==> config.mk <==
export PLATFORM = sky130hd
export DESIGN_NAME = axi4_write_arbiter
export DESIGN_NICKNAME = d
export VERILOG_FILES = /design/src/axi4_types_pkg.sv /design/src/wr_arb_pkg.sv /design/src/axi4_write_arbiter.sv
export VERILOG_INCLUDE_DIRS = /design/src
export SDC_FILE = /design/constraint.sdc
export NUM_CORES = 1
export LEC_CHECK = 0
export ABC_AREA = 1
export ABC_CLOCK_PERIOD_IN_PS = 2490
export BUFFER_PORTS_ARGS = -buffer_cell sky130_fd_sc_hd__buf_2
export CAP_MARGIN = 30
export CORE_AREA = 3 3 121 123
export CTS_CLUSTER_SIZE = 28
export DETAILED_ROUTE_END_ITERATION = 6
export DIE_AREA = 0 0 124 126
export PLACE_DENSITY = 0.43
export SYNTH_ARGS = -nofsm -noshare
export SYNTH_HDL_FRONTEND = slang
export SYNTH_SLANG_ARGS = --single-unit
==> constraint.sdc <==
create_clock -name clk -period 2.49 [get_ports clk]
set_input_delay 0.249 -clock clk [delete_from_list [all_inputs] [get_ports clk]]
set_output_delay 0.249 -clock clk [all_outputs]
set_load 0.02 [all_outputs]
==> src/axi_wr_consts.svh <==
/*
  Shared constants of the AXI4 write subsystem
  Bus widths, master count and tagging widths
  Memory depth and burst limit
*/
`ifndef AXI_WR_CONSTS_SVH
`define AXI_WR_CONSTS_SVH

// ----------------------------------------
// Master side
// ----------------------------------------
// Masters sharing the memory slave
`define AXI_NR_MASTERS 3
// ID width as seen by each master
`define AXI_MST_ID_W 4
// Master index carried above the ID
`define AXI_MIDX_W 2
// Slave-side ID, index tag plus master ID
`define AXI_SLV_ID_W (`AXI_MST_ID_W + `AXI_MIDX_W)

// ----------------------------------------
// Bus and memory
// ----------------------------------------
`define AXI_ADDR_W 16
`define AXI_DATA_W 32
`define AXI_STRB_W 4
// Depth in 32-bit words
`define MEM_WORDS 256
// Longest INCR burst accepted
`define AXI_MAX_BEATS 16

`endif

==> src/axi4_types_pkg.sv <==
/*
  AXI4 write channel field types
  Write response codes
  Fixed burst attributes driven toward the slave
*/
`default_nettype none
`include "axi_wr_consts.svh"

package axi4_types_pkg;

  // IDs, before and after master tagging
  typedef logic [`AXI_MST_ID_W-1:0] mst_id_t;
  typedef logic [`AXI_SLV_ID_W-1:0] slv_id_t;

  // Address and data beats
  typedef logic [`AXI_ADDR_W-1:0] addr_t;
  typedef logic [`AXI_DATA_W-1:0] data_t;
  typedef logic [`AXI_STRB_W-1:0] strb_t;

  // Burst length, beats minus one
  typedef logic [7:0] len_t;
  typedef logic [1:0] resp_t;

  // Write response codes
  localparam resp_t RESP_OKAY   = 2'b00;
  localparam resp_t RESP_SLVERR = 2'b10;

  // Only full-word INCR bursts
  localparam logic [1:0] AXI_BURST_INCR = 2'b01;
  localparam logic [2:0] AXI_SIZE_WORD  = 3'($clog2(`AXI_STRB_W));

endpackage

`default_nettype wire

==> src/wr_arb_pkg.sv <==
/*
  Arbiter and memory slave types
  Master index, memory word index
  State encodings of both FSMs
*/
`default_nettype none
`include "axi_wr_consts.svh"

package wr_arb_pkg;

  // Index of a master, also the ID tag
  typedef logic [`AXI_MIDX_W-1:0] mst_idx_t;

  // Word index into the memory array
  typedef logic [$clog2(`MEM_WORDS)-1:0] word_addr_t;

  // Arbiter: search, burst in progress, wait for B
  typedef enum logic [1:0] {ARB_SCAN, ARB_DATA, ARB_RESP} arb_state_t;

  // Memory slave: accept AW, take beats, hold B
  typedef enum logic [1:0] {MEM_IDLE, MEM_BURST, MEM_RESP} mem_state_t;

endpackage

`default_nettype wire
==> src/axi4_write_arbiter.sv <==
/*
  Processing part of the write subsystem
  Round-robin grant, one whole burst per grant
  AW and W multiplexer toward the slave
  B pass-through held until the response handshake
*/
`timescale 1ns/1ns
`default_nettype none
`include "axi_wr_consts.svh"

module axi4_write_arbiter (
  input  wire                                                 clk,
  input  wire                                                 rst_n,

  // Master AW, IDs already tagged
  input  wire  axi4_types_pkg::slv_id_t [`AXI_NR_MASTERS-1:0] tag_awid,
  input  wire  axi4_types_pkg::addr_t   [`AXI_NR_MASTERS-1:0] mst_awaddr,
  input  wire  axi4_types_pkg::len_t    [`AXI_NR_MASTERS-1:0] mst_awlen,
  input  wire                           [`AXI_NR_MASTERS-1:0] mst_awvalid,
  output logic                          [`AXI_NR_MASTERS-1:0] mst_awready,

  // Master W
  input  wire  axi4_types_pkg::data_t   [`AXI_NR_MASTERS-1:0] mst_wdata,
  input  wire  axi4_types_pkg::strb_t   [`AXI_NR_MASTERS-1:0] mst_wstrb,
  input  wire                           [`AXI_NR_MASTERS-1:0] mst_wlast,
  input  wire                           [`AXI_NR_MASTERS-1:0] mst_wvalid,
  output logic                          [`AXI_NR_MASTERS-1:0] mst_wready,

  // Slave AW
  output axi4_types_pkg::slv_id_t                             slv_awid,
  output axi4_types_pkg::addr_t                               slv_awaddr,
  output axi4_types_pkg::len_t                                slv_awlen,
  output logic                          [2:0]                 slv_awsize,
  output logic                          [1:0]                 slv_awburst,
  output logic                                                slv_awvalid,
  input  wire                                                 slv_awready,

  // Slave W
  output axi4_types_pkg::data_t                               slv_wdata,
  output axi4_types_pkg::strb_t                               slv_wstrb,
  output logic                                                slv_wlast,
  output logic                                                slv_wvalid,
  input  wire                                                 slv_wready,

  // B from the slave
  input  wire  axi4_types_pkg::slv_id_t                       slv_bid,
  input  wire  axi4_types_pkg::resp_t                         slv_bresp,
  input  wire                                                 slv_bvalid,
  output logic                                                slv_bready,

  // B toward the ID tagger
  output axi4_types_pkg::slv_id_t                             tag_bid,
  output axi4_types_pkg::resp_t                               tag_bresp,
  output logic                                                tag_bvalid,
  input  wire                                                 tag_bready
);
  import axi4_types_pkg::*;
  import wr_arb_pkg::*;

  localparam mst_idx_t LAST_MST = mst_idx_t'(`AXI_NR_MASTERS - 1);

  arb_state_t state;
  mst_idx_t   rr_ptr;
  mst_idx_t   grant;
  logic       in_data;
  logic       in_resp;

  assign in_data = (state == ARB_DATA);
  assign in_resp = (state == ARB_RESP);

  // ----------------------------------------
  // Grant FSM
  // ----------------------------------------
  always_ff @(posedge clk or negedge rst_n) begin
    if (!rst_n) begin
      state  <= ARB_SCAN;
      rr_ptr <= '0;
      grant  <= '0;
    end else begin
      case (state)
        ARB_SCAN: begin
          // One master looked at per cycle
          rr_ptr <= (rr_ptr == LAST_MST) ? '0 : rr_ptr + 1'b1;
          if (mst_awvalid[rr_ptr]) begin
            grant <= rr_ptr;
            state <= ARB_DATA;
          end
        end
        ARB_DATA: begin
          // Burst ends on the wlast handshake
          if (slv_wvalid && slv_wready && slv_wlast) begin
            state <= ARB_RESP;
          end
        end
        ARB_RESP: begin
          // Grant held until B is taken
          if (slv_bvalid && slv_bready) begin
            state <= ARB_SCAN;
          end
        end
        default: state <= ARB_SCAN;
      endcase
    end
  end

  // ----------------------------------------
  // AW and W multiplexer
  // ----------------------------------------
  always_comb begin
    slv_awid    = tag_awid[grant];
    slv_awaddr  = mst_awaddr[grant];
    slv_awlen   = mst_awlen[grant];
    slv_wdata   = mst_wdata[grant];
    slv_wstrb   = mst_wstrb[grant];
    slv_wlast   = mst_wlast[grant];
    // Valids only while a burst is granted
    slv_awvalid = in_data && mst_awvalid[grant];
    slv_wvalid  = in_data && mst_wvalid[grant];
    // Readies reach the granted master only
    mst_awready        = '0;
    mst_wready         = '0;
    mst_awready[grant] = in_data && slv_awready;
    mst_wready[grant]  = in_data && slv_wready;
  end

  // Full-word INCR always
  assign slv_awsize  = AXI_SIZE_WORD;
  assign slv_awburst = AXI_BURST_INCR;

  // ----------------------------------------
  // B pass-through
  // ----------------------------------------
  assign tag_bid    = slv_bid;
  assign tag_bresp  = slv_bresp;
  assign tag_bvalid = in_resp && slv_bvalid;
  assign slv_bready = in_resp && tag_bready;

endmodule

`default_nettype wire

* Yosys cells after proc, flatten, opt, wreduce, memory -nomap -nowiden *
Cells that the tools add are included.

operators by class
  $add $sub $neg = 1
  $lt $le $gt $ge = 3
  equality and inequality tests = 6
  multiplexer cells = 25
  bitwise operators = 2
  reduce and logical (&&, ||, !) cells = 13

operator list
  kind                                                                           number
  32-bit binary-select mux with 2-bit select                                     1
  16-bit binary-select mux with 2-bit select                                     1
  32-bit two-way mux                                                             1
  8-bit binary-select mux with 2-bit select                                      1
  16-bit two-way mux                                                             1
  6-bit binary-select mux with 2-bit select                                      1
  1-bit logical AND                                                              10
  1-bit binary-select mux with 2-bit select                                      4
  4-bit binary-select mux with 2-bit select                                      1
  2-bit two-way mux                                                              4
  8-bit two-way mux                                                              1
  3-bit bitwise AND                                                              2
  2-bit by 3-bit less-than comparator with 1-bit output (second input constant)  2
  6-bit two-way mux                                                              1
  2-bit case mux with 3 select lines                                             1
  1-bit two-way mux                                                              5
  2-bit equality test (second input constant)                                    2
  4-bit two-way mux                                                              1
  2-bit by 1-bit != test with 1-bit output (second input constant)               2
  3-bit AND reduction                                                            1
  2-bit by 1-bit adder with 2-bit output (second input constant)                 1
  1-bit demux with 2-bit select                                                  1
  2-bit by 1-bit equality test with 1-bit output (second input constant)         1
  2-bit by 1-bit >= comparator with 1-bit output (second input constant)         1
  other kinds (3)                                                                3

word-level totals
  register bits after elaboration = 6
  input port bits = 221
  logic and storage cells = 53

* Longest topological paths before layout *
  depth after elaboration = 7
  gate-level depth with buffers = 7

* Least setup slack after synthesis *
Ideal clock, no wire load.

  path type = reg2out
  start = register grant[0]
  end = output port slv_wdata[14]
  data arrival time = 1.234 ns
  slack = 1.007 ns
  cell stages (with the launch flop) = 6
  buffers on the path = 2
  path through = dfrtp_1 nor2_2 buf_4 buf_2 nand2_1 nand3_1

between the ends
  longest elaborated chain between the ends = 2

RTL lines
  element                                     RTL line                   RTL
  start, declared                             axi4_write_arbiter.sv:64   mst_idx_t grant;
  start signal, assigned                      axi4_write_arbiter.sv:85   grant <= rr_ptr;
  32-bit binary-select mux with 2-bit select  axi4_write_arbiter.sv:113  slv_wdata = mst_wdata[grant];
  32-bit two-way mux (implied by the code)    axi4_write_arbiter.sv:113
  end, declared                               axi4_write_arbiter.sv:39   output axi4_types_pkg::data_t slv_wdata,

No other way between the ends. The select of a mux whose other input is x is not followed.

* Worst setup path in the final report *
  start = register grant[1]
  end = output port slv_awvalid

between the ends
  longest elaborated chain between the ends = 3

RTL lines
  element                                    RTL line                   RTL
  1-bit binary-select mux with 2-bit select  axi4_write_arbiter.sv:117  slv_awvalid = in_data && mst_awvalid[grant];
  1-bit two-way mux (implied by the code)    axi4_write_arbiter.sv:117
  1-bit logical AND                          axi4_write_arbiter.sv:117
  end, declared                              axi4_write_arbiter.sv:35   output logic slv_awvalid,

No other way between the ends. The select of a mux whose other input is x is not followed.

==> results.md <==
- buffers and inverters — CP top delay family
- 28 — largest fanout on the critical path
- 0.00198 ns — skew final
- built — clock tree from TritonCTS
- 1180 nW/um^2 — power density over the cells
- 0 — count of nets left with antenna violations after detail routing
- 9610 microns — routed wire length
- 0 — setup violators final
- 46.7% — area share of the largest cell type after synthesis
- 81.3% — period utilisation layout
- 1.78 ns — data arrival time of the critical path
- grant[0] — Reg-to-Reg Start
- 0 ns — Post-Route Setup TNS
- sky130_fd_sc_hd__clkbuf_16 — library cell used as clock root buffer
- 1 — H-Tree Level Count
- 11.2% — met1 Use GR
- 0.03 ns — Worst-path clk slew
- inv_2 > nor2_4 > buf_4 > inv_1 > nor2_1 > o21ai_0 > inv_1 > buf_2 — ordered cell list for the critical path
- 0 — number of synthesis warnings
- 24.4% — Core Util, Final
- 2.09 nW — Leakage
- 0.51 ns — Critical Path Max Stage Delay
- 0 — final-report max-slew violation count
- 289 — Buffers on Ports
- 2.24 ns — endpoint required time on the critical path
- sky130_fd_sc_hd__dfrtp_1 — slowest cell on the critical path
- 3.89 — detailed-route vias per instance
- 3201 — vias after detailed routing
- sky130_fd_sc_hd__nand2_1 — dominant cell type by area after synthesis
- sky130_fd_sc_hd__buf_2 — most common library cell in the layout ignoring fill and taps
- met2 — gr busiest metal
- 6 — count of state elements after synthesis
- 15600 sq um — die footprint
- 311 — IO Count
- 0.97 ns — worst reg-to-reg setup slack
- input pin to asynchronous set/reset pin — worst min-delay path category
- 0 — Post-CTS Setup Repair Bufs
- 12 — post-synthesis cell type count
- 12.5% — starting density of the core
- 0 — number of diodes added for antenna fixing
- state[0] — endpoint of the worst register-to-register path
- 0 — Hold Violations, Final
- 0 — DRC
- 403 uV — Worst IR Drop VDD
- 21.3% — met2 Resource Use GR
- 5 — worst path buffer plus inverter count
- 0 — Max Cap Violations
- 43 — Site Rows
- 0 — sum of overflow across all layers after global routing
- 2.02 ns — Final Critical Period
- 818 — Cell Count Post-Placement
- false — setup repair after global routing missed its margin
- 4 — Detailed Routing Iterations Pass 1
- 2.56% — global routing met3 resource utilization
- 11.7 microns — Routed WL per cell
- 865 — number of nets in the final layout
- 6 — TritonCTS sink count
- 822 — filler-free cell count of the finished design
- 0 — number of gates resized after CTS
- sky130_fd_sc_hd__inv_1 — most frequent cell on the critical path
- 3 — number of clock buffers inserted by TritonCTS
- 43 — pin count of the biggest net entering global routing
- flop — launching element type of the critical path
- 8 — CP Depth
- output pin — critical path capture point type
- 47.2% — fraction of final layout cells with drive strength greater than 1
- sky130_fd_sc_hd__buf_2 (289), sky130_fd_sc_hd__nand2_1 (214), sky130_fd_sc_hd__nand3_1 (78) — most frequent cells in the layout
- 10.7% — Overall Global Routing Usage
- 8.72% — portion of the post-synthesis area used by sequential elements
- 1720 sq um — cell area after synthesis
- 8150 microns — post-detail-place hpwl
- 2 — maximum number of buffers from clock root to sink
- 7 — Worst Reg-to-Reg Cells
- complete, no violations — run status
- 124 microns — Die W
- 126 microns — die boundary height
- 0.23 ns — clock insertion delay at the later pin of the skew report
- 2921 — number of global-route vias before repair
- 0.767 — last weighted congestion value of the routability-driven placer
- 0 — antenna violations before repair
- 13800 sq um — area inside the core boundary
- 4.60 sq um — synthesized area divided by synthesized cell count
- 494 MHz — maximum achievable frequency
- 13500 microns — wire length of the first global-routing pass
- 64 — drt initial violations
- 95.0% — growth of design area from synthesis to finish
- 374 — synthesized netlist cell count
- sky130_fd_sc_hd__nand2_1 (47%), sky130_fd_sc_hd__nand3_1 (23%), sky130_fd_sc_hd__dfrtp_1 (8.7%) — top cells by area in the synthesized netlist
- flop to output pin — type of the worst setup path
[Yosys cell counts (all sizes together)]
master	instances
nand2	214
buf	26
o21ai	6
clkbuf	8
nand3	78
dfrtp	6
nor2	16
inv	18
conb	2
[worst register-to-register path: cells and delay by family (launching register included)]
kind | cells | cell delay (ns)
buffers and inverters | 1 | 0.23
DFF | 1 | 0.47
and+or+nand+nor | 6 | 0.71
[worst max-delay path by stage]
stage,slack (ns),endpoint,start
floorplan,1.01,slv_wdata[14],grant[0]
global placement,0.68,slv_awvalid,grant[1]
detailed placement,0.68,slv_awvalid,grant[1]
CTS,0.44,slv_awvalid,grant[1]
global route,0.30,slv_awvalid,grant[1]
finish,0.47,slv_awvalid,grant[1]
[metrics by stage]
| step | setup slack, ns | area (sq um) | hold slack (ns) | power (mW) |
|---|---|---|---|---|
| floorplan | 1.01 | 1730 | -0.0466 | 2.54 |
| global placement | 0.685 | 3270 | 0.0860 | 3.85 |
| detailed placement | 0.677 | 3270 | 0.0840 | 3.79 |
| CTS | 0.440 | 3360 | 0.387 | 4.07 |
| global route | 0.302 | 3360 | 0.419 | 4.39 |
| finish | 0.465 | 3360 | 0.383 | 3.97 |
[power breakdown]
part	total, mW	internal [mW]	switching [mW]	leakage, nW
clock network	0.257	0.206	0.0513	0.0370
registers	0.202	0.141	0.0606	0.0759
logic	3.51	1.14	2.37	1.97
[state kept, by name, summed over array words and instances (netlist names)]
register / count
rr_ptr: 2
state: 2
grant: 2
[per-layer routing]
metal | vias to the layer above | share of wire, % | wire (microns)
met5 | - | 0 | 0
met3 | 4 | 12 | 1190
met2 | 188 | 51 | 4890
met1 | 1323 | 36 | 3450
met4 | 0 | 0.73 | 70
li1 | 1686 | - | -
[cells by family (layout without fill, tap and decap cells)]
group | count (synthesis) | count (layout) | share of synthesized area [%]
AND/OR/NAND/NOR | 308 | 308 | 73.3
AO/OA/AOI/OAI | 6 | 6 | 1.74
buffers and inverters | 52 | 317 | 15.8
flip-flops | 6 | 6 | 8.72
other | 2 | 5 | 0.436
[area by class of cell]
class                      instances  area (sq um)
clock buffer                       3          75.1
tap                              180           225
timing repair buffer             296          1510
sequential                         6           150
multi-input combinational        319          1330
fill                            1639         10400
inverter                          18          67.6
[what timing repair did]
action,CTS,global route
hold buffers,1,0
hold endpoints to repair,6,0
endpoints found under the setup margin,0,0
No activity file was read; power rests on OpenSTA's default activity.
